**src/common/soc_bus_macros.svh**
```systemverilog
// ------------------------------
// Address map and sizing constants for the peripheral bus.
// Included by every file that decodes or sizes against the map.
// ------------------------------

`ifndef SOC_BUS_MACROS_SVH
`define SOC_BUS_MACROS_SVH

// Base bytes, compared against addr[31:24]
`define SOC_BASE_BRAM 8'h00
`define SOC_BASE_GPIO 8'h02

// On-chip memory depth in 32-bit words
`define SOC_BRAM_WORDS 256

// Number of GPIO pins
`define SOC_GPIO_WIDTH 32

// Cycles an unanswered transfer waits before the bus error
`define SOC_BUS_TIMEOUT 16

`endif

```
**src/common/soc_bus_pkg.sv**
```systemverilog
// ------------------------------
// Shared bus and GPIO vector types for the peripheral side of the SoC.
// Referenced by scoped name from the interface and the RTL blocks.
// ------------------------------

`include "soc_bus_macros.svh"

package soc_bus_pkg;

    // ------------------------------
    // Memory bus fields
    // ------------------------------
    // Byte address, top byte picks the peripheral
    typedef logic [31:0] addr_t;

    // One bus data word
    typedef logic [31:0] data_t;

    // Byte write strobes, all zero marks a read
    typedef logic [3:0] strb_t;

    // Peripheral base byte, addr bits 31:24
    typedef logic [7:0] base_t;

    // ------------------------------
    // GPIO
    // ------------------------------
    // One bit per pin
    typedef logic [`SOC_GPIO_WIDTH-1:0] gpio_t;

endpackage

```
**src/common/mem_bus_if.sv**
```systemverilog
// ------------------------------
// Packed memory bus between the master and one peripheral.
// One instance per peripheral so each return path stays separate.
// ------------------------------

`timescale 1ns/1ps

interface mem_bus_if;

    // Forward path, master to peripheral
    logic                valid;
    soc_bus_pkg::addr_t  addr;
    soc_bus_pkg::data_t  wdata;
    soc_bus_pkg::strb_t  wstrb;

    // Return path, one-cycle ready pulse with data
    logic                ready;
    soc_bus_pkg::data_t  rdata;

    // Bus master side
    modport master (output valid, addr, wdata, wstrb, input ready, rdata);

    // Peripheral answering in its address window
    modport periph (input valid, addr, wdata, wstrb, output ready, rdata);

    // Observer only, used by the return combiner
    modport monitor (input valid, addr, wdata, wstrb, ready, rdata);

endinterface

```
**src/gpio/gpio_port.sv**
```systemverilog
// ------------------------------
// GPIO register block on the packed bus.
// Word 0 output data, word 1 output enable, word 2 synchronized pin input.
// ------------------------------

`timescale 1ns/1ps

`include "soc_bus_macros.svh"

module gpio_port (
    input  logic               clk,
    input  logic               reset,
    mem_bus_if.periph          bus,
    input  soc_bus_pkg::gpio_t gpio_in,
    output soc_bus_pkg::gpio_t gpio_out,
    output soc_bus_pkg::gpio_t gpio_oe
);

    // ------------------------------
    // Register map, word offsets
    // ------------------------------
    localparam logic [21:0] REG_OUT = 22'd0;
    localparam logic [21:0] REG_OE  = 22'd1;
    localparam logic [21:0] REG_IN  = 22'd2;

    soc_bus_pkg::base_t base_byte;
    logic [21:0]        word;
    logic               sel;
    logic               accept;
    logic               is_write;

    soc_bus_pkg::gpio_t out_reg;
    soc_bus_pkg::gpio_t oe_reg;
    // Two-flop synchronizer on the pins
    soc_bus_pkg::gpio_t in_meta;
    soc_bus_pkg::gpio_t in_sync;

    assign base_byte = bus.addr[31:24];
    assign word      = bus.addr[23:2];
    assign sel       = (base_byte == `SOC_BASE_GPIO);
    // One answer per transfer, even with valid held through ready
    assign accept    = bus.valid && sel && !bus.ready;
    assign is_write  = |bus.wstrb;

    assign gpio_out = out_reg;
    assign gpio_oe  = oe_reg;

    // Pin input capture
    always_ff @(posedge clk) begin
        if (reset) begin
            in_meta <= '0;
            in_sync <= '0;
        end else begin
            in_meta <= gpio_in;
            in_sync <= in_meta;
        end
    end

    // ------------------------------
    // Writable registers
    // ------------------------------
    always_ff @(posedge clk) begin
        if (reset) begin
            out_reg <= '0;
            oe_reg  <= '0;
        end else if (accept && is_write) begin
            for (int b = 0; b < 4; b++) begin
                if (bus.wstrb[b]) begin
                    // Word 2 and above take the ack but no data
                    if (word == REG_OUT) out_reg[8*b +: 8] <= bus.wdata[8*b +: 8];
                    if (word == REG_OE)  oe_reg[8*b +: 8]  <= bus.wdata[8*b +: 8];
                end
            end
        end
    end

    // Ready pulse and read mux
    always_ff @(posedge clk) begin
        if (reset) begin
            bus.ready <= 1'b0;
            bus.rdata <= '0;
        end else begin
            bus.ready <= accept;
            bus.rdata <= '0;
            if (accept && !is_write) begin
                case (word)
                    REG_OUT: bus.rdata <= out_reg;
                    REG_OE:  bus.rdata <= oe_reg;
                    REG_IN:  bus.rdata <= in_sync;
                    // Unused words read as zero
                    default: bus.rdata <= '0;
                endcase
            end
        end
    end

endmodule

```
**src/flat_wrapper.sv**
```systemverilog
// flat-port wrapper written by rule: the top's interface ports become plain ports
module gpio_port_flat 
  (clk, reset, gpio_in, gpio_out, gpio_oe, bus_valid, bus_addr, bus_wdata, bus_wstrb, bus_ready, bus_rdata);
  mem_bus_if bus_i ();
  input  logic clk;
  input  logic reset;
  input  soc_bus_pkg::gpio_t gpio_in;
  output soc_bus_pkg::gpio_t gpio_out;
  output soc_bus_pkg::gpio_t gpio_oe;
  input wire logic [$bits(bus_i.valid)-1:0] bus_valid;
  input wire logic [$bits(bus_i.addr)-1:0] bus_addr;
  input wire logic [$bits(bus_i.wdata)-1:0] bus_wdata;
  input wire logic [$bits(bus_i.wstrb)-1:0] bus_wstrb;
  output wire logic [$bits(bus_i.ready)-1:0] bus_ready;
  output wire logic [$bits(bus_i.rdata)-1:0] bus_rdata;
  assign bus_i.valid = bus_valid;
  assign bus_i.addr = bus_addr;
  assign bus_i.wdata = bus_wdata;
  assign bus_i.wstrb = bus_wstrb;
  assign bus_ready = bus_i.ready;
  assign bus_rdata = bus_i.rdata;
  gpio_port u_core (.clk(clk), .reset(reset), .bus(bus_i), .gpio_in(gpio_in), .gpio_out(gpio_out), .gpio_oe(gpio_oe));
endmodule
```
**config.mk**
```make
export PLATFORM = sky130hd
export DESIGN_NAME = gpio_port_flat
export DESIGN_NICKNAME = d
export VERILOG_FILES = /design/src/common/soc_bus_pkg.sv /design/src/common/mem_bus_if.sv /design/src/gpio/gpio_port.sv /design/src/flat_wrapper.sv
export VERILOG_INCLUDE_DIRS = /design/src /design/src/common
export SDC_FILE = /design/constraint.sdc
export NUM_CORES = 1
export LEC_CHECK = 0
export BUFFER_PORTS_ARGS = -buffer_cell sky130_fd_sc_hd__buf_2
export CORE_MARGIN = 1.5
export CORE_UTILIZATION = 54
export DETAILED_ROUTE_END_ITERATION = 8
export PLACE_DENSITY = 0.84
export SYNTH_ARGS = -nofsm -noshare
export SYNTH_HDL_FRONTEND = slang
export SYNTH_SLANG_ARGS = --single-unit
```
**constraint.sdc**
```tcl
create_clock -name clk -period 3.2 [get_ports clk]
set_input_delay 0.64 -clock clk [delete_from_list [all_inputs] [get_ports clk]]
set_output_delay 0.64 -clock clk [all_outputs]
set_load 0.02 [all_outputs]
```
==> results of run 1 <==
## Yosys cell counts
| cell | count | area share (%) |
|---|---|---|
| a211oi_1 | 1 | 0.12 |
| a21oi_1 | 32 | 2.6 |
| and4_2 | 1 | 0.16 |
| and4b_1 | 1 | 0.16 |
| buf_2 | 4 | 0.33 |
| buf_6 | 3 | 0.55 |
| clkbuf_1 | 29 | 1.8 |
| dfxtp_1 | 161 | 52 |
| inv_1 | 4 | 0.24 |
| mux2i_1 | 96 | 16 |
| nand2_1 | 1 | 0.061 |
| nand2b_1 | 98 | 10 |
| nand4_1 | 1 | 0.10 |
| nand4_2 | 4 | 0.81 |
| nand4_4 | 1 | 0.35 |
| nand4b_4 | 1 | 0.39 |
| nor2_1 | 64 | 3.9 |
| nor2b_1 | 65 | 6.6 |
| nor3_1 | 1 | 0.081 |
| nor4_1 | 1 | 0.10 |
| nor4_2 | 1 | 0.20 |
| nor4_4 | 9 | 3.1 |
| nor4b_4 | 1 | 0.39 |
| or3_1 | 1 | 0.10 |
## worst max-delay path, cell delays in order
cell	delay (ns)
buf_2	0.12
nor4b_4	0.40
nand4b_4	0.27
or3_1	0.61
buf_4	0.32
nor2_1	0.15
## cell type report
class,count,area (um2)
Tap cell,140,175.2
Fill cell,852,3204
Inverter,4,15.01
Sequential cell,161,3223
Clock inverter,8,65.06
Clock buffer,21,460.4
Multi-Input combinational cell,380,2766
Antenna cell,1,2.502
Timing Repair Buffer,208,1071
## cells by family after synthesis
family,share of synthesized area [%]
buffers and inverters,2.884
and+or+nand+nor,26.47
DFF,52.33
AOI/OAI and AO/OA,2.722
muxes,15.60
## sequential cells by signal, indices dropped and copies added, names as in the netlist
signal / count
u_core.bus.ready: 1
u_core.in_sync: 32
u_core.in_meta: 32
u_core.gpio_out: 32
u_core.gpio_oe: 32
u_core.bus.rdata: 32
## final timing paths
kind | endpoint | depth (start not counted)
worst max-delay path | u_core.bus.rdata[16] | 6
worst min-delay path | u_core.in_sync[4] | 1
worst max register to register | u_core.bus.rdata[16] | 5
worst min register to register | u_core.in_sync[4] | 1
## metal layers
metal  up-vias  global-route usage, %
met4         0                  10.85
met5         -                      0
li1       2288                      -
met2       150                  43.39
met3        27                  5.394
met1      2171                  26.99
## power breakdown
part	leakage (nW)	switching, mW	internal (mW)
combinational	2.12	0.111	0.108
sequential	1.31	0.00809	2.04
clock	0.268	0.729	1.09
## metrics by stage
step / worst slack, ns / cell area [um2] / power (mW) / hold slack [ns] / utilization (%)
after global routing: 0.9560 / 7779 / 4.220 / 0.4326 / 70.82
after global placement: 0.6542 / 7251 / 2.306 / 0.4161 / 66.02
after detailed placement: 0.5911 / 7251 / 2.314 / 0.4204 / 66.02
after CTS: 1.008 / 7776 / 4.112 / 0.4241 / 70.80
after floorplan: 1.111 / 6160 / 2.214 / 0.4138 / -
final: 1.024 / 7779 / 4.084 / 0.4280 / 70.82
==> summary by stage, run 1 <==
Floorplan
The core region area is approximately 11000 um2. The site row count is 38. Pin placement for this block handled 200 I/O pins. The initial standard-cell utilization of the core is 56.08%.

In this run the vertical extent of the chip is roughly 110 um. The die span in x is between 100 and 150 um. The die covers approximately 12000 um2.

Global routing
The global route total overflow is 0. The first-pass GRT wire length is ~22000 um. The via count of the first global-routing pass is around 4600. Entering global routing, the biggest net connects 96 pins.

The number of antenna violations at the first check in global routing is 1. The total routing usage reported by global routing is 24.09%.

Routing
For this run, design rule violations remaining after detail routing come to 0. In this run, the number of DRC markers left after iteration 0 of detailed routing was around 160. The final antenna-violating net count is 0. The sum of routed wire segments on met1 is between 5000 and 6000 um. After detailed routing, the average wire length per cell comes to around 15 um. Wires add up to between 10000 and 15000 um. The routed design uses a little over 7000 um of met2 wire. The detailed router used layers up to and including met4. Before antenna repair, the detailed router went through 4 iterations. In the routed layout, each cell is associated on average with a via count of between 5 and 6.

The routed wire length on met3 is 799 um. The final route contains 4636 vias.

Worst setup path
The class of the most critical setup path is in2reg. The worst register-to-register path begins at u_core.bus.ready. The worst setup path is captured at a flip-flop. The setup slack of the most critical reg-to-reg path is roughly 1.3 ns. The worst setup path startpoint is bus_addr[24]. The required time reported for the critical path endpoint is ~3.5 ns. The top fanout value on the critical path is 21.

The arrival time of data at the critical path endpoint is around 2.5 ns. The sort of element at the start of the critical path is an input port.

STA
The smallest clock period supported by the final layout is computed as approximately 2.2 ns. The final-report hold violation count is 0. The total of endpoints with negative setup slack in the final report is 0.

Setup repair after global routing left no endpoint under its margin. The transition time of the tightest slew-check pin is around 0.75 ns. In the finished design, the share of the clock period the worst path needs comes to between 60 and 70%. The number of pins exceeding their max-slew limit in the final report is 0.

Static timing analysis puts the maximum clock frequency at ~460 MHz. The worst relative slew slack is about 50%. The setup TNS is 0 ns.

The worst clock skew is about 0.0057 ns.

Yosys
The synthesized area is between 6000 and 7000 um2. The share of the yosys chip area belonging to registers is a little over half. The synthesis-stage register bit count is ~160. Yosys printed 0 warnings.

In this run the mean area of a mapped cell was roughly 11 um2. The number of nets produced by synthesis is 684. The unique cell type count in the Yosys netlist is 24. The instance count of the mapped netlist is approximately 580.

Finish
The count of cells in the finished layout, fillers not included, comes to roughly 920. In the layout the commonest cells are 196 x buf_2, 161 x dfxtp_1, 98 x nand2b_1, 96 x mux2i_1. Relative to the synthesized area, the layout overhead comes to 26.28%. The layout net count is 875. The fraction of final layout cells with drive strength greater than 1 is 32.48%. The library cell used most frequently in the layout, excluding fill and tap cells, is buf_2.

Place
The count of input and output buffers is between 150 and 200. The placed wire-length estimate is about 10000 um. After detailed placement, the design holds a cell count of 893. The last weighted congestion value of the routability-driven placer is 0.7214.

CTS
The worst-skew pair later-pin latency is around 0.4 ns. The setup fix buffers added after clock tree synthesis is 0. Gates resized during post-CTS repair numbered 0. Counting along the longest clock path gives a buffer depth of 2.

The register clock-pin slew on the reported worst setup and hold paths is ~0.060 ns. In this run, CTS created clock tree buffers numbering 17. TritonCTS built the clock tree. The root buffer cell chosen for the clock tree is clkbuf_16.

The H-tree was split into 4 levels. The total of hold buffers inserted after clock tree synthesis is 0. The tree built by TritonCTS fans out to between 150 and 200 sinks.

Power and ir drop
IR analysis of the VDD net gives a maximum drop of about 400 uV. The power per cell area is between 500 and 600 nW/um2. The leakage power total is about 3.7 nW.

Outcome
The flow ran to the end, and the final reports show no timing, DRC or antenna violations.

Job
Max-cap violations in this run came to 0.

Min path
In this run the most critical hold path is launched from u_core.in_meta[4]. The path category of the worst min-delay check is reg2reg.
(Power assumes the default switching activity.)
==> run 2: changes to the inputs <==
Settings changed: CORE_UTILIZATION 54 to 50, PLACE_DENSITY 0.84 to 0.79.
Clock period 3.2 ns to 2.2 ns, I/O delays scaled along.
==> run 2 against run 1 <==
Net effect: register-to-register slack got worse by 0.70 ns; via count increased by 0.80%; sequential share of layout area decreased by 0.73 points; wire length increased by 4.6%; sequential power increased by 45%; first-iteration DRC count decreased by 19%; die area increased by 7.8%; clock-buffer cell count increased by 1; combinational power increased by 48%; setup slack got worse by 0.53 ns; critical path type unchanged; largest cell class unchanged; highest routed layer is now met5.
==> summary by stage, run 2 (same netlist as run 1, synthesis figures left out) <==
Finish
The number of antenna diodes is 0. The total of fill cells in the finished design is ~980. The final design utilization is approximately two thirds.

Summing all non-filler instances in the final layout gives an area of between 7000 and 8000 um2. Leaving out fill and tap cells, the most frequent cell in the layout is buf_2. The filler-free cell count of the finished design is between 900 and 1000. The top cell types in the final layout, fill and taps aside, are 196 x buf_2, 161 x dfxtp_1, 98 x nand2b_1, 96 x mux2i_1.

The area used by sequential logic in the layout is 3223 um2. In the final design database the tool counted about 900 nets. The synthesis-to-layout area growth is 28.56%. Of the cells placed in the final design, the portion with a size suffix greater than 1 is around 33%.

The multi-input gate area in the final layout is ~2800 um2.

Routing
The detailed-routing iteration count for the pre-antenna-repair pass is 4. For this block, the via count after detailed routing is about 4700. For this run, design rule violations remaining after detail routing come to 0.

The number of DRC markers in iteration 0 is around 130. The wire length after detailed routing is roughly 15000 um. The detailed-route wire length per cell is around 16 um. In this run the remaining antenna-violating nets after routing total 0. The average via count per standard cell is around 5.

Global routing
The global route total overflow is 0. Entering global routing, the biggest net connects between 150 and 200 pins. The via count of the first global-routing pass is 4744. The number of antenna violations at the first check in global routing came to 2. Across every metal layer, demand over resource in global routing totals between 20% and 30%. The first global-routing pass estimated ~23000 um of wire.

Worst setup path
The kind of end point of the critical path is a flip-flop. The worst register-to-register path ends at u_core.gpio_oe[19]. The required time reported for the critical path endpoint is 2.54 ns. In this run the critical register-to-register path is launched from u_core.bus.ready. The worst register-to-register path has a setup slack of 0.56 ns.

STA puts the critical path data arrival time at between 2 and 2.5 ns. The count of cells along the worst register-to-register path is 5. The worst setup path is launched from an input port. The class of the most critical setup path is in2reg. The top fanout value on the critical path is 8.

CTS
The number of clock buffers added by TritonCTS is 17. Clock-pin slew was measured on the worst setup and hold paths at approximately 0.060 ns. The CTS tree is yes.

CTS built an H-tree with a depth of 4. The number of sinks handled by clock tree synthesis is around 160. In this run the post-CTS setup repair buffer count came out at 0. CTS placed an instance of clkbuf_16 at the clock tree root. The clock passes through at most 2 buffers. In this run, post-CTS repair resized a total of 0 instances. For this design, the CTS-stage hold fixing added 0 buffers. For the worst-skew pair, the clock arrives at the later sink with an insertion delay of roughly 0.42 ns.

STA
At the pin with the least slew margin, the transition time is 0.5787 ns. The final critical-path setup slack is ~0.5 ns. Derived from the worst setup path, the maximum achievable clock frequency is a little under 600 MHz. The worst clock skew is 0.007531 ns. Setup repair after global routing left no endpoint under its margin.

Setup violations remaining at the end of the flow were counted as 0. The worst relative slew slack is around 61%. The worst hold slack is roughly 0.23 ns. The setup TNS is 0 ns. The final-report hold violation count is 0. The worst path in the final design needs a cycle of approximately 1.7 ns, including I/O delays and setup. The final worst-path cycle share is 77.31%. The number of pins exceeding their max-slew limit in the final report is 0.

Place
The HPWL after detailed placement is roughly 10000 um. After detailed placement, the total cell area comes to 7360 um2. At the end of routability-driven placement, the weighted congestion stood at about 0.8. In this run the tool buffered the top-level ports with around 200 buffer cells. The worst slack at placement is 0.05328 ns.

In this run, placement finished with an instance count of 905.

Min path
The endpoint of the worst hold path is u_core.in_meta[15]. The worst hold path belongs to the class in2reg. The worst hold path was traced through 2 stages. In this run the most critical hold path is launched from gpio_in[15].

Outcome
The flow ran to the end, and the final reports show no timing, DRC or antenna violations.

Floorplan
The die area is between 10000 and 15000 um2. The total area inside the core boundary comes to approximately 12000 um2. The die is about 110 um tall. The total I/O pin count is 200. The initial standard-cell utilization of the core is about half. The die is about 110 um wide. The floorplan has 40 rows.

Power and ir drop
The worst-case IR drop observed on VDD is between 500 and 600 uV. Overall power consumption after layout is estimated at 6.073 mW. The analysis attributes to cell leakage a power of around 3.7 nW. In this run the power density over the cells is 766.9 nW/um2.

Job
The tool flagged a number of max-cap violations equal to 0.
## run 2: metal layers
layer | part of all wire (%) | vias to the layer above | GRT usage [%]
met5 | 0.068 | - | 0
met4 | 3.0 | 2 | 11.50
met3 | 6.0 | 39 | 6.164
met2 | 50 | 157 | 40.40
met1 | 41 | 2178 | 25.55
li1 | - | 2297 | -
## run 2: worst max-delay path by stage
stage | from | to | slack [ns] | depth (start not counted)
4_1_cts | bus_addr[20] | u_core.gpio_oe[9] | 0.49 | 6
2_1_floorplan | bus_addr[20] | u_core.gpio_oe[24] | 0.31 | 4
5_1_grt | bus_addr[20] | u_core.bus.rdata[6] | 0.41 | 6
3_3_place_gp | bus_addr[20] | u_core.bus.rdata[2] | 0.14 | 6
6_report | bus_addr[20] | u_core.gpio_oe[19] | 0.50 | 6
3_5_place_dp | bus_addr[20] | u_core.bus.rdata[16] | 0.05 | 6
## run 2: where the power goes
| group | total, mW | switching, mW | internal, mW |
|---|---|---|---|
| Combinational | 0.325 | 0.165 | 0.160 |
| Clock | 2.77 | 1.13 | 1.63 |
| Sequential | 2.98 | 0.0121 | 2.97 |
## run 2: cell type report
cell class / count / area share (%)
clock buffers: 22 / 5.988
clock inverters: 10 / 1.074
inverters: 4 / 0.1896
multi-input cells: 380 / 34.93
flip-flops and latches: 161 / 40.70
well taps: 147 / 2.323
repair buffers: 213 / 14.79
## run 2: worst max-delay path, cell delays in order
cell,delay [ns]
buf_2,0.11
nor4_2,0.46
nand4b_4,0.25
nor4_4,0.40
buf_12,0.19
mux2i_1,0.19
