$ cat src/common/soc_bus_macros.svh
// ------------------------------
// Address map and sizing constants for the peripheral bus.
// Included by every file that decodes or sizes against the map.
// ------------------------------

`ifndef SOC_BUS_MACROS_SVH
`define SOC_BUS_MACROS_SVH

// Base bytes, compared against addr[31:24]
`define SOC_BASE_BRAM 8'h00
`define SOC_BASE_GPIO 8'h02

// On-chip memory depth in 32-bit words
`define SOC_BRAM_WORDS 256

// Number of GPIO pins
`define SOC_GPIO_WIDTH 32

// Cycles an unanswered transfer waits before the bus error
`define SOC_BUS_TIMEOUT 16

`endif

$ cat src/common/soc_bus_pkg.sv
// ------------------------------
// Shared bus and GPIO vector types for the peripheral side of the SoC.
// Referenced by scoped name from the interface and the RTL blocks.
// ------------------------------

`include "soc_bus_macros.svh"

package soc_bus_pkg;

    // ------------------------------
    // Memory bus fields
    // ------------------------------
    // Byte address, top byte picks the peripheral
    typedef logic [31:0] addr_t;

    // One bus data word
    typedef logic [31:0] data_t;

    // Byte write strobes, all zero marks a read
    typedef logic [3:0] strb_t;

    // Peripheral base byte, addr bits 31:24
    typedef logic [7:0] base_t;

    // ------------------------------
    // GPIO
    // ------------------------------
    // One bit per pin
    typedef logic [`SOC_GPIO_WIDTH-1:0] gpio_t;

endpackage

$ cat src/common/mem_bus_if.sv
// ------------------------------
// Packed memory bus between the master and one peripheral.
// One instance per peripheral so each return path stays separate.
// ------------------------------

`timescale 1ns/1ps

interface mem_bus_if;

    // Forward path, master to peripheral
    logic                valid;
    soc_bus_pkg::addr_t  addr;
    soc_bus_pkg::data_t  wdata;
    soc_bus_pkg::strb_t  wstrb;

    // Return path, one-cycle ready pulse with data
    logic                ready;
    soc_bus_pkg::data_t  rdata;

    // Bus master side
    modport master (output valid, addr, wdata, wstrb, input ready, rdata);

    // Peripheral answering in its address window
    modport periph (input valid, addr, wdata, wstrb, output ready, rdata);

    // Observer only, used by the return combiner
    modport monitor (input valid, addr, wdata, wstrb, ready, rdata);

endinterface

$ cat src/logic/bus_return_mux.sv
// ------------------------------
// Combines the peripheral returns by OR and ends unanswered transfers.
// A transfer left waiting SOC_BUS_TIMEOUT cycles gets ready with bus_error.
// ------------------------------

`timescale 1ns/1ps

`include "soc_bus_macros.svh"

module bus_return_mux (
    input  logic               clk,
    input  logic               reset,
    mem_bus_if.monitor         mem_ret,
    mem_bus_if.monitor         gpio_ret,
    output logic               ready,
    output soc_bus_pkg::data_t rdata,
    output logic               bus_error
);

    localparam int CNT_BITS = $clog2(`SOC_BUS_TIMEOUT) + 1;

    logic                periph_ready;
    logic                any_ready;
    logic [CNT_BITS-1:0] wait_cnt;
    logic                err_pulse;

    // ------------------------------
    // Return combine
    // ------------------------------
    // Idle peripherals keep rdata at zero, so OR is enough
    assign periph_ready = mem_ret.ready | gpio_ret.ready;
    assign any_ready    = periph_ready | err_pulse;

    assign ready     = any_ready;
    assign rdata     = mem_ret.rdata | gpio_ret.rdata;
    assign bus_error = err_pulse;

    // ------------------------------
    // Unanswered transfer watchdog
    // ------------------------------
    // Both instances share the forward path, one valid is enough
    always_ff @(posedge clk) begin
        if (reset) begin
            wait_cnt  <= '0;
            err_pulse <= 1'b0;
        end else begin
            err_pulse <= 1'b0;
            if (!mem_ret.valid || any_ready) begin
                // Idle or answered, start over
                wait_cnt <= '0;
            end else if (wait_cnt == CNT_BITS'(`SOC_BUS_TIMEOUT - 1)) begin
                // Last waiting cycle counted, close with an error next cycle
                wait_cnt  <= '0;
                err_pulse <= 1'b1;
            end else begin
                wait_cnt <= wait_cnt + 1'b1;
            end
        end
    end

endmodule

$ cat src/flat_wrapper.sv
// flat-port wrapper written by rule: the top's interface ports become plain ports
module bus_return_mux_flat 
  (clk, reset, ready, rdata, bus_error, mem_ret_valid, mem_ret_addr, mem_ret_wdata, mem_ret_wstrb, mem_ret_ready, mem_ret_rdata, gpio_ret_valid, gpio_ret_addr, gpio_ret_wdata, gpio_ret_wstrb, gpio_ret_ready, gpio_ret_rdata);
  mem_bus_if mem_ret_i ();
  mem_bus_if gpio_ret_i ();
  input  logic clk;
  input  logic reset;
  output logic ready;
  output soc_bus_pkg::data_t rdata;
  output logic bus_error;
  input wire logic [$bits(mem_ret_i.valid)-1:0] mem_ret_valid;
  input wire logic [$bits(mem_ret_i.addr)-1:0] mem_ret_addr;
  input wire logic [$bits(mem_ret_i.wdata)-1:0] mem_ret_wdata;
  input wire logic [$bits(mem_ret_i.wstrb)-1:0] mem_ret_wstrb;
  input wire logic [$bits(mem_ret_i.ready)-1:0] mem_ret_ready;
  input wire logic [$bits(mem_ret_i.rdata)-1:0] mem_ret_rdata;
  input wire logic [$bits(gpio_ret_i.valid)-1:0] gpio_ret_valid;
  input wire logic [$bits(gpio_ret_i.addr)-1:0] gpio_ret_addr;
  input wire logic [$bits(gpio_ret_i.wdata)-1:0] gpio_ret_wdata;
  input wire logic [$bits(gpio_ret_i.wstrb)-1:0] gpio_ret_wstrb;
  input wire logic [$bits(gpio_ret_i.ready)-1:0] gpio_ret_ready;
  input wire logic [$bits(gpio_ret_i.rdata)-1:0] gpio_ret_rdata;
  assign mem_ret_i.valid = mem_ret_valid;
  assign mem_ret_i.addr = mem_ret_addr;
  assign mem_ret_i.wdata = mem_ret_wdata;
  assign mem_ret_i.wstrb = mem_ret_wstrb;
  assign mem_ret_i.ready = mem_ret_ready;
  assign mem_ret_i.rdata = mem_ret_rdata;
  assign gpio_ret_i.valid = gpio_ret_valid;
  assign gpio_ret_i.addr = gpio_ret_addr;
  assign gpio_ret_i.wdata = gpio_ret_wdata;
  assign gpio_ret_i.wstrb = gpio_ret_wstrb;
  assign gpio_ret_i.ready = gpio_ret_ready;
  assign gpio_ret_i.rdata = gpio_ret_rdata;
  bus_return_mux u_core (.clk(clk), .reset(reset), .mem_ret(mem_ret_i), .gpio_ret(gpio_ret_i), .ready(ready), .rdata(rdata), .bus_error(bus_error));
endmodule
$ cat config.mk
export PLATFORM = sky130hd
export DESIGN_NAME = bus_return_mux_flat
export DESIGN_NICKNAME = d
export VERILOG_FILES = /design/src/common/soc_bus_pkg.sv /design/src/common/mem_bus_if.sv /design/src/logic/bus_return_mux.sv /design/src/flat_wrapper.sv
export VERILOG_INCLUDE_DIRS = /design/src /design/src/common
export SDC_FILE = /design/constraint.sdc
export NUM_CORES = 1
export LEC_CHECK = 0
export ABC_AREA = 1
export BUFFER_PORTS_ARGS = -buffer_cell sky130_fd_sc_hd__buf_2
export CELL_PAD_IN_SITES_DETAIL_PLACEMENT = 1
export CELL_PAD_IN_SITES_GLOBAL_PLACEMENT = 1
export CORE_AREA = 4 4 91 93
export CTS_CLUSTER_DIAMETER = 120
export DETAILED_ROUTE_END_ITERATION = 16
export DIE_AREA = 0 0 95 97
export GPL_TIMING_DRIVEN = 0
export PLACE_DENSITY = 0.95
export SYNTH_ARGS = -nofsm -noshare
export SYNTH_HDL_FRONTEND = slang
export SYNTH_SLANG_ARGS = --single-unit
$ cat constraint.sdc
create_clock -name clk -period 1.35 [get_ports clk]
set_input_delay 0.27 -clock clk [delete_from_list [all_inputs] [get_ports clk]]
set_output_delay 0.27 -clock clk [all_outputs]
set_load 0.02 [all_outputs]
==> qor.tcl, run 1 <==
set qor(post_synth.cell_area_avg_um2) 7.27
set qor(drtAntennaViolNets) 0
set qor(synth-async-reset-ratio) 0
set qor(place.detailed.hpwl_um) 3070
set qor(globalRouteTotalUtil) 0.0684
set qor(die_w_um) 95
set qor(post-place-cells) 266
set qor(yosys.area.top_type_share) 0.444
set qor(rsz0062_at_grt) {no}
set qor(num_io_pins) 240
set qor(initialDrtViolationCount) 8
set qor(synthesis.area_um2) 450
set qor(max-clock-path-buffers) 2
set qor(fraction_of_layout_instances_using_a_drive_strength_above_1) 0.880
set qor(placementRows) 32
set qor(cp_data_required_time_ps) 1510
set qor(timing.critical_path.from) {u_core.wait_cnt[1]$_SDFF_PP0_}
set qor(maxSlewHeadroom) 0.874
set qor(seq_area_um2) 121
set qor(timing.critical_path.to) {u_core.wait_cnt[3]$_SDFF_PP0_}
set qor(htree_levels) 1
set qor(highest_clock_rate_mhz) 808
set qor(worst_hold_path_type) {in2reg}
set qor(worst_r2r_endpoint) {u_core.wait_cnt[3]$_SDFF_PP0_}
set qor(leak_nw) 0.565
set qor(route.detailed.drc) 0
set qor(hold_viol) 0
set qor(initial_utilization) 0.0598
set qor(viasPerCell) 2.93
set qor(launching_element_type_of_the_critical_path) {flop}
set qor(worst_setup_hold_path_clk_slew_ps) 40
set qor(grt_max_degree) 6
set qor(crit_path_max_fanout) 5
set qor(dominantRegCellSynth) {sky130_fd_sc_hd__dfxtp_1}
set qor(drt_wl_total_um) 3270
set qor(grt_first_pass_wirelength_um) 4490
set qor(synth_area_leader_cell) {sky130_fd_sc_hd__or2_2}
set qor(numPortBuffers) 102
set qor(critical_path_data_arrival_time_ps) 1400
set qor(fin_tns_setup_ps) 0
set qor(timing.critical_path.to_type) {flop}
set qor(fin_worst_hold_slack_ps) 252
set qor(reg2reg_from) {u_core.wait_cnt[1]$_SDFF_PP0_}
set qor(finish.cell_count_without_fillers) 269
set qor(globalRoute.totalOverflow) 0
set qor(detail_route.first_pass.iterations) 4
set qor(seqPwrFrac) 0.248
set qor(routability_cong) 0.607
set qor(yosys_warnings) 0
set qor(fin_skew_ps) 4.07
set qor(final_nets) 377
set qor(internal_power_mw) 0.508
set qor(synth_enable_flop_cells) 0
set qor(synth_top_cells_by_count) {32 x sky130_fd_sc_hd__or2_2, 8 x sky130_fd_sc_hd__nor2_1, 6 x sky130_fd_sc_hd__dfxtp_1, 4 x sky130_fd_sc_hd__inv_1, 4 x sky130_fd_sc_hd__nand2_1}
set qor(cell_with_the_most_instances_after_synthesis) {sky130_fd_sc_hd__or2_2}
set qor(worstMarginPinSlew_ps) 189
set qor(num-fill-cells) 956
set qor(cts.sink_count) 6
set qor(post_cts_hold_buffer_count) 0
set qor(ir_drop_v) 0.000594
set qor(routed-via-count) 788
set qor(clockRootBuffer) {sky130_fd_sc_hd__clkbuf_8}
set qor(ys_top_cells_by_area) {sky130_fd_sc_hd__or2_2 44%, sky130_fd_sc_hd__dfxtp_1 27%, sky130_fd_sc_hd__nor2_1 6.7%}
set qor(syn_nets) 270
set qor(grt_antenna_before_repair) 0
set qor(final_max_slew_viol_count) 0
set qor(cellPowerDensity_mw_per_mm2) 622
set qor(n_antenna_cell) 0
set qor(min_period_over_period) 0.917
set qor(r2r.worst_path.cells) 7
set qor(crit_chain) {ha_4, nand2_2, nor2_2, ha_2, nor2_4, nand4_4, nor2_1}
set qor(syn2layout_area_growth_pct) 160
set qor(post_synth_inst_count) 62
set qor(reg2reg_setup_slack_ps) 110
set qor(report.final.setup_viol) 0
set qor(cts_tree) {done}
set qor(clk-insertion-delay-late_ps) 220
set qor(yosysUniqueCellTypes) 11
set qor(grt_pass1_vias) 874
set qor(post-cts-setup-buffer-count) 0
set qor(drv.max_cap_violation_count) 0
set qor(synth.yosys.seq_area_share) 0.267
set qor(switching_share) 0.304
set qor(wire_per_inst_um) 12.2
set qor(crit_slowest_cell) {sky130_fd_sc_hd__dfxtp_1}
set qor(core_box_area_mm2) 0.00753
set qor(max_stage_delay_ps) 330
set qor(pwr-share-comb) 0.382
set qor(power.clock.fraction) 0.370
set qor(total_switching_power_mw) 0.221
set qor(min_period_ps) 1240
set qor(full_die_area_mm2) 0.00922
set qor(run_status) {complete, no violations}
set qor(die_y_um) 97
set qor(cts_inserted_buffers) 3
set qor(setup.worst_path.class) {reg2reg}
set qor(multi_input_area_um2) 357
set qor(ys_seq_elements) 6
==> layout make-up <==
cell class              count  area share
repair buffers            102       0.435
multi-input cells          52       0.304
well taps                 102       0.109
flip-flops and latches      6       0.104
clock buffers               3      0.0352
inverters                   4      0.0128
==> layout by cell type, fill, tap and decap left out, drive strengths merged <==
cell and n:
or2 32, dfxtp 6, inv 4, nand3 1
buf 102, xnor2 1, clkbuf 3, nand4 3
ha 2, nand2 4, nor2 9
==> how the worst min path moves through the flow <==
stage | slack (ps) | from | end | cells after the start
floorplan | 340 | reset | u_core.bus_error$_SDFF_PP0_ | 1
global placement | 440 | reset | u_core.bus_error$_SDFF_PP0_ | 2
detailed placement | 450 | reset | u_core.bus_error$_SDFF_PP0_ | 2
CTS | 230 | reset | u_core.bus_error$_SDFF_PP0_ | 2
global route | 250 | reset | u_core.bus_error$_SDFF_PP0_ | 2
finish | 250 | reset | u_core.bus_error$_SDFF_PP0_ | 2
==> per-layer routing <==
layer	vias up	part of all wire	track usage	wire length [um]
li1	401	-	-	-
met1	323	0.30	0.0587	994
met2	62	0.40	0.100	1290
met3	2	0.29	0.0793	950
met4	0	0.0095	0.0233	31
met5	-	0	0	0
==> flip-flops by register name, summed over array words and instances (netlist names) <==
name / cells
u_core.wait_cnt: 5
u_core.bus_error: 1
==> power groups by stage <==
stage	clock network (mW)	logic, mW	registers (mW)
2_1_floorplan	0	0.119	0.183
3_3_place_gp	0	0.273	0.183
3_5_place_dp	0	0.279	0.183
4_1_cts	0.280	0.282	0.180
5_1_grt	0.299	0.308	0.181
6_report	0.270	0.278	0.181
==> kinds of logic after synthesis <==
family | Yosys count | share of synthesized area
adder cells (fa/ha/maj) | 2 | 0.0555
buffers and inverters | 4 | 0.0333
AND/OR/NAND/NOR | 49 | 0.625
XOR/XNOR | 1 | 0.0194
flip-flops | 6 | 0.267
==> critical path: cells and delay by family, from the launching register on <==
kind / cells / cell delay, ps
and+or+nand+nor: 5 / 460
adders and majority gates: 2 / 370
DFF: 1 / 330
==> what timing repair did <==
| item | 4_1_cts | 5_1_grt |
|---|---|---|
| endpoints found under the setup margin | 5 | 5 |
| gates resized for setup | 1 | 10 |
| pin swaps | 1 | 3 |
==> metrics by stage <==
stage	utilization	area, um2	power, mW	setup WS (ps)
after floorplan	-	450	0.302	152
after global placement	0.145	1090	0.455	69.2
after detailed placement	0.145	1090	0.462	-39.7
after CTS	0.150	1130	0.742	4.12
after global routing	0.156	1170	0.788	18.0
final	0.156	1170	0.729	113
Note: power is estimated with default switching activity, not from simulation.
==> inputs of run 2 (changes only) <==
- ABC_AREA: 1 -> default
- CORE_AREA: 4 4 91 93 -> 4 4 92 94
- DIE_AREA: 0 0 95 97 -> 0 0 96 98
==> qor.tcl, run 2 <==
set qor(wire_per_inst_um) 12.9
set qor(syn2layout_area_growth_pct) 162
set qor(final_max_slew_viol_count) 0
set qor(detail_route.first_pass.iterations) 2
set qor(cp_data_required_time_ps) 1500
set qor(grt_pass1_vias) 920
set qor(critical_path_s_top_delay_family) {simple AND/OR/NAND/NOR gates}
set qor(routed-via-count) 799
set qor(finalPower_mw) 0.728
set qor(yosys.area.top_type_share) 0.457
set qor(timing.critical_path.from) {u_core.wait_cnt[0]$_SDFF_PP0_}
set qor(launching_element_type_of_the_critical_path) {flop}
set qor(cell_with_the_most_instances_after_synthesis) {sky130_fd_sc_hd__or2_2}
set qor(route.detailed.drc) 0
set qor(placementRows) 32
set qor(grt_max_degree) 6
set qor(grt_antenna_before_repair) 1
set qor(placedInstanceArea_mm2) 0.00108
set qor(ys_top_cells_by_area) {sky130_fd_sc_hd__or2_2 46%, sky130_fd_sc_hd__dfxtp_1 27%, sky130_fd_sc_hd__ha_1 5.7%}
set qor(worst_hold_path.num_cells) 3
set qor(worst_r2r_endpoint) {u_core.wait_cnt[0]$_SDFF_PP0_}
set qor(initial_utilization) 0.0573
set qor(post-place-cells) 260
set qor(cts.sink_count) 6
set qor(biggest_register) {u_core.wait_cnt}
set qor(leak_nw) 0.570
set qor(critical_path_data_arrival_time_ps) 1420
set qor(full_die_area_mm2) 0.00941
set qor(num_io_pins) 240
set qor(place.detailed.hpwl_um) 3150
set qor(worst_setup_hold_path_clk_slew_ps) 40
set qor(final_nets) 371
set qor(worst_hold_path_type) {in2reg}
set qor(min_period_ps) 1270
set qor(timing.critical_path.to_type) {flop}
set qor(fin_skew_ps) 4.76
set qor(n_antenna_cell) 0
set qor(globalRouteTotalUtil) 0.0694
set qor(htree_levels) 1
set qor(viasPerCell) 3.04
set qor(yosys_warnings) 0
set qor(post_synth_inst_count) 56
set qor(worst-path-stages) 6
set qor(synth.yosys.seq_area_share) 0.274
set qor(clk-insertion-delay-late_ps) 220
set qor(setup.worst_path.class) {reg2reg}
set qor(routability_cong) 0.582
set qor(post-route-cell-area_mm2) 0.00115
set qor(global_route.peak_usage_layer) {met2}
set qor(cellPowerDensity_mw_per_mm2) 634
set qor(r2r.worst_path.cells) 6
set qor(die_y_um) 98
set qor(reg2reg_from) {u_core.wait_cnt[0]$_SDFF_PP0_}
set qor(synthesis.area_um2) 438
set qor(core_box_area_mm2) 0.00765
set qor(drt_wl_total_um) 3400
set qor(numPortBuffers) 102
set qor(globalRoute.totalOverflow) 0
set qor(maxSlewHeadroom) 0.847
set qor(hold_viol) 0
set qor(ir_drop_v) 0.000521
set qor(report.final.setup_viol) 0
set qor(synth_top_cells_by_count) {32 x sky130_fd_sc_hd__or2_2, 6 x sky130_fd_sc_hd__dfxtp_1, 6 x sky130_fd_sc_hd__nor2_1, 3 x sky130_fd_sc_hd__inv_1, 2 x sky130_fd_sc_hd__ha_1}
set qor(dominantRegCellSynth) {sky130_fd_sc_hd__dfxtp_1}
set qor(layout.cells.most_common) {sky130_fd_sc_hd__buf_2}
set qor(timing.critical_path.to) {u_core.wait_cnt[0]$_SDFF_PP0_}
set qor(yosysUniqueCellTypes) 12
set qor(run_status) {complete, no violations}
set qor(crit_path_top_cell_by_count) {sky130_fd_sc_hd__ha_2}
set qor(path_buf_inv) 0
set qor(drv.max_cap_violation_count) 0
set qor(synth_area_leader_cell) {sky130_fd_sc_hd__or2_2}
set qor(crit_chain) {ha_2, and3_1, ha_2, nor2_4, nand3_4, nor2_1}
set qor(max_stage_delay_ps) 320
set qor(cts_inserted_buffers) 3
set qor(reg2reg_setup_slack_ps) 80
set qor(cts_tree) {done}
set qor(grt_first_pass_wirelength_um) 4790
set qor(crit_path_max_fanout) 5
set qor(clockRootBuffer) {sky130_fd_sc_hd__clkbuf_8}
set qor(largest_register_ff_count) 5
set qor(initialDrtViolationCount) 2
set qor(highest_clock_rate_mhz) 789
set qor(crit_slowest_cell) {sky130_fd_sc_hd__dfxtp_2}
set qor(met3_resource_use_gr) 0.0624
set qor(met1_usage) 0.0655
set qor(synth-async-reset-ratio) 0
set qor(grt_use_met2) 0.111
set qor(worstMarginPinSlew_ps) 228
set qor(min_period_over_period) 0.939
set qor(fin_tns_setup_ps) 0
set qor(max-clock-path-buffers) 2
set qor(syn_nets) 264
set qor(finish.cell_count_without_fillers) 263
set qor(drtAntennaViolNets) 0
set qor(layout.cells.most_common_list) {102 x sky130_fd_sc_hd__buf_2, 32 x sky130_fd_sc_hd__or2_2, 5 x sky130_fd_sc_hd__dfxtp_1, 4 x sky130_fd_sc_hd__nor2_1}
set qor(post_synth.cell_area_avg_um2) 7.82
set qor(fraction_of_layout_instances_using_a_drive_strength_above_1) 0.894
set qor(synth_enable_flop_cells) 0
set qor(die_w_um) 96
set qor(ys_seq_elements) 6
==> run 2: cells by family after synthesis <==
logic type	synth area share
simple gates	0.603
flops	0.274
buf+inv	0.0257
xor+xnor	0.0400
fa+ha+maj	0.0571
==> run 2: final cells by class <==
cell class              count  area [um2]
repair buffers            102         510
flip-flops and latches      6         121
fillers                   951        6500
inverters                   3        11.3
multi-input cells          47         335
well taps                 102         128
clock buffers               3        41.3
==> run 2: metal layers <==
layer | vias up | wire (um)
li1 | 384 | -
met1 | 353 | 1050
met2 | 56 | 1530
met3 | 4 | 787
met4 | 2 | 17
met5 | - | 11
==> run 2: repair_timing <==
action | in CTS | in global routing
hold buffers | 0 | 0
gates resized for setup | 1 | 7
endpoints found under the setup margin | 5 | 5
setup buffers | 0 | 0
pin swaps | 4 | 4
==> run 2: how the worst min path moves through the flow <==
stage | from | end | slack, ps
floorplan | u_core.wait_cnt[0]$_SDFF_PP0_ | u_core.wait_cnt[0]$_SDFF_PP0_ | 420
global placement | u_core.wait_cnt[0]$_SDFF_PP0_ | u_core.wait_cnt[0]$_SDFF_PP0_ | 430
detailed placement | u_core.wait_cnt[0]$_SDFF_PP0_ | u_core.wait_cnt[0]$_SDFF_PP0_ | 450
CTS | reset | u_core.bus_error$_SDFF_PP0_ | 350
global route | mem_ret_valid | u_core.wait_cnt[2]$_SDFF_PP0_ | 360
finish | mem_ret_valid | u_core.wait_cnt[0]$_SDFF_PP0_ | 340
==> run 2: power by group <==
part	internal [mW]	total [mW]	switching [mW]
sequential	0.179	0.180	0.000698
combinational	0.138	0.281	0.142
clock	0.191	0.267	0.0756
total	0.509	0.728	0.218
==> run 2: worst register-to-register path, cell delays in order (launching register included) <==
cell,delay [ps]
sky130_fd_sc_hd__dfxtp_2,320
sky130_fd_sc_hd__ha_2,180
sky130_fd_sc_hd__and3_1,190
sky130_fd_sc_hd__ha_2,200
sky130_fd_sc_hd__nor2_4,100
sky130_fd_sc_hd__nand3_4,110
sky130_fd_sc_hd__nor2_1,100
==> run 2: stage by stage <==
step                 util  hold WS [ps]  worst slack, ps
floorplan               -           418              108
global route        0.150           358            -23.1
detailed placement  0.141           445            -29.3
CTS                 0.146           353             4.50
global placement    0.141           429             45.2
finish              0.150           336             82.2
==> inputs of run 3 (changes only) <==
- BUFFER_PORTS_ARGS: -buffer_cell sky130_fd_sc_hd__buf_2 -> -buffer_cell sky130_fd_sc_hd__clkbuf_2
==> qor.tcl, run 3 (same netlist as run 2, synthesis figures left out) <==
set qor(run_status) {complete, no violations}
set qor(timing.final.ws_setup_ps) 73.7
set qor(clk-insertion-delay-late_ps) 230
set qor(worst_setup_hold_path_clk_slew_ps) 40
set qor(cts_tree) {done}
set qor(cts.sink_count) 6
set qor(fin_tns_setup_ps) 0
set qor(fin_skew_ps) 1.79
set qor(route.detailed.drc) 0
set qor(die_y_um) 98
set qor(largest_register_ff_count) 5
set qor(worstMarginPinSlew_ps) 214
set qor(ir_drop_v) 0.000542
set qor(fin_util) 0.154
set qor(routed-via-count) 790
set qor(leak_nw) 0.615
set qor(clockRootBuffer) {sky130_fd_sc_hd__clkbuf_8}
set qor(drt_wl_total_um) 3300
set qor(post_cts_hold_buffer_count) 0
set qor(syn2layout_area_growth_pct) 169
set qor(num_io_pins) 240
set qor(setup.worst_path.class) {reg2reg}
set qor(crit_path_max_fanout) 5
set qor(initialDrtViolationCount) 2
set qor(place.detailed.hpwl_um) 3090
set qor(viasPerCell) 2.99
set qor(path_buf_inv) 0
set qor(core_box_area_mm2) 0.00765
set qor(layout.cells.most_common) {sky130_fd_sc_hd__clkbuf_2}
set qor(grt_pass1_vias) 922
set qor(grt_first_pass_wirelength_um) 4560
set qor(cp_data_required_time_ps) 1510
set qor(initial_utilization) 0.0573
set qor(launching_element_type_of_the_critical_path) {flop}
set qor(detail_route.first_pass.iterations) 3
set qor(max_stage_delay_ps) 350
set qor(globalRouteTotalUtil) 0.0671
set qor(grt_antenna_before_repair) 0
set qor(cellPowerDensity_mw_per_mm2) 624
set qor(numPortBuffers) 102
set qor(critical_path_data_arrival_time_ps) 1440
set qor(crit_slowest_cell) {sky130_fd_sc_hd__dfxtp_4}
set qor(drv.max_cap_violation_count) 0
set qor(finalPower_mw) 0.735
set qor(routability_cong) 0.583
set qor(maxSlewHeadroom) 0.857
set qor(final_max_slew_viol_count) 0
set qor(die_w_um) 96
set qor(full_die_area_mm2) 0.00941
set qor(fin_worst_hold_slack_ps) 328
set qor(globalRoute.totalOverflow) 0
set qor(fraction_of_layout_instances_using_a_drive_strength_above_1) 0.920
set qor(highest_clock_rate_mhz) 784
set qor(htree_levels) 1
set qor(report.final.setup_viol) 0
set qor(num-fill-cells) 943
set qor(drtAntennaViolNets) 0
set qor(wire_per_inst_um) 12.5
set qor(layout.cells.most_common_list) {102 x sky130_fd_sc_hd__clkbuf_2, 32 x sky130_fd_sc_hd__or2_2, 4 x sky130_fd_sc_hd__dfxtp_1}
set qor(final_nets) 372
set qor(min_period_over_period) 0.945
set qor(max-clock-path-buffers) 2
set qor(placement.setup.worst_slack_ps) -54.1
set qor(n_antenna_cell) 0
set qor(hold_viol) 0
set qor(grt_max_degree) 6
set qor(crit_chain) {ha_4, and3_4, ha_2, nor2_4, nand3_4, nor2_1}
set qor(cts_inserted_buffers) 3
set qor(worst_hold_path_type) {in2reg}
set qor(placementRows) 32
set qor(timing.critical_path.to_type) {flop}
set qor(min_period_ps) 1280
set qor(biggest_register) {u_core.wait_cnt}
set qor(critical_path_s_top_delay_family) {simple AND/OR/NAND/NOR gates}
run 3: path summary, 6_finish.rpt:
kind,from,endpoint,slack (ps),cells past startpoint
max,u_core.wait_cnt[0]$_SDFF_PP0_,u_core.wait_cnt[3]$_SDFF_PP0_,70,6
min,mem_ret_valid,u_core.wait_cnt[0]$_SDFF_PP0_,330,3
max reg2reg,u_core.wait_cnt[0]$_SDFF_PP0_,u_core.wait_cnt[3]$_SDFF_PP0_,70,6
min reg2reg,u_core.wait_cnt[0]$_SDFF_PP0_,u_core.wait_cnt[0]$_SDFF_PP0_,530,2
run 3: worst min-delay path, cell delays in order:
cell and delay (ps):
sky130_fd_sc_hd__clkbuf_2 110, sky130_fd_sc_hd__nand3_4 100, sky130_fd_sc_hd__nor2_2 40
run 3: area by class of cell:
type / instances / area [um2] / area share
clock buffer: 3 / 41.3 / 0.0350
inverter: 3 / 11.3 / 0.00955
multi-input combinational: 47 / 355 / 0.301
sequential: 6 / 125 / 0.106
tap: 102 / 128 / 0.108
timing repair buffer: 103 / 518 / 0.439
run 3: power breakdown:
| group | internal [mW] | switching (mW) |
|---|---|---|
| Sequential | 0.178 | 0.00113 |
| Clock | 0.192 | 0.0829 |
| Combinational | 0.139 | 0.143 |
run 3: metal layers:
layer  part of all wire  global-route usage  up-vias
met5                  0                   0        -
met4              0.010              0.0197        0
met3               0.25              0.0663        3
met2               0.43               0.106       57
met1               0.31              0.0590      344
li1                   -                   -      386
run 3: metrics by stage:
stage,cell area [um2],instances
after floorplan,438,56
after global placement,1080,260
after detailed placement,1080,260
after CTS,1120,263
after global routing,1180,264
final,1180,264
run 3: timing repair:
item / in CTS / in global routing
setup endpoints to repair: 5 / 5
gates resized for setup: 3 / 11
setup buffers: 0 / 1
pin swaps: 4 / 5
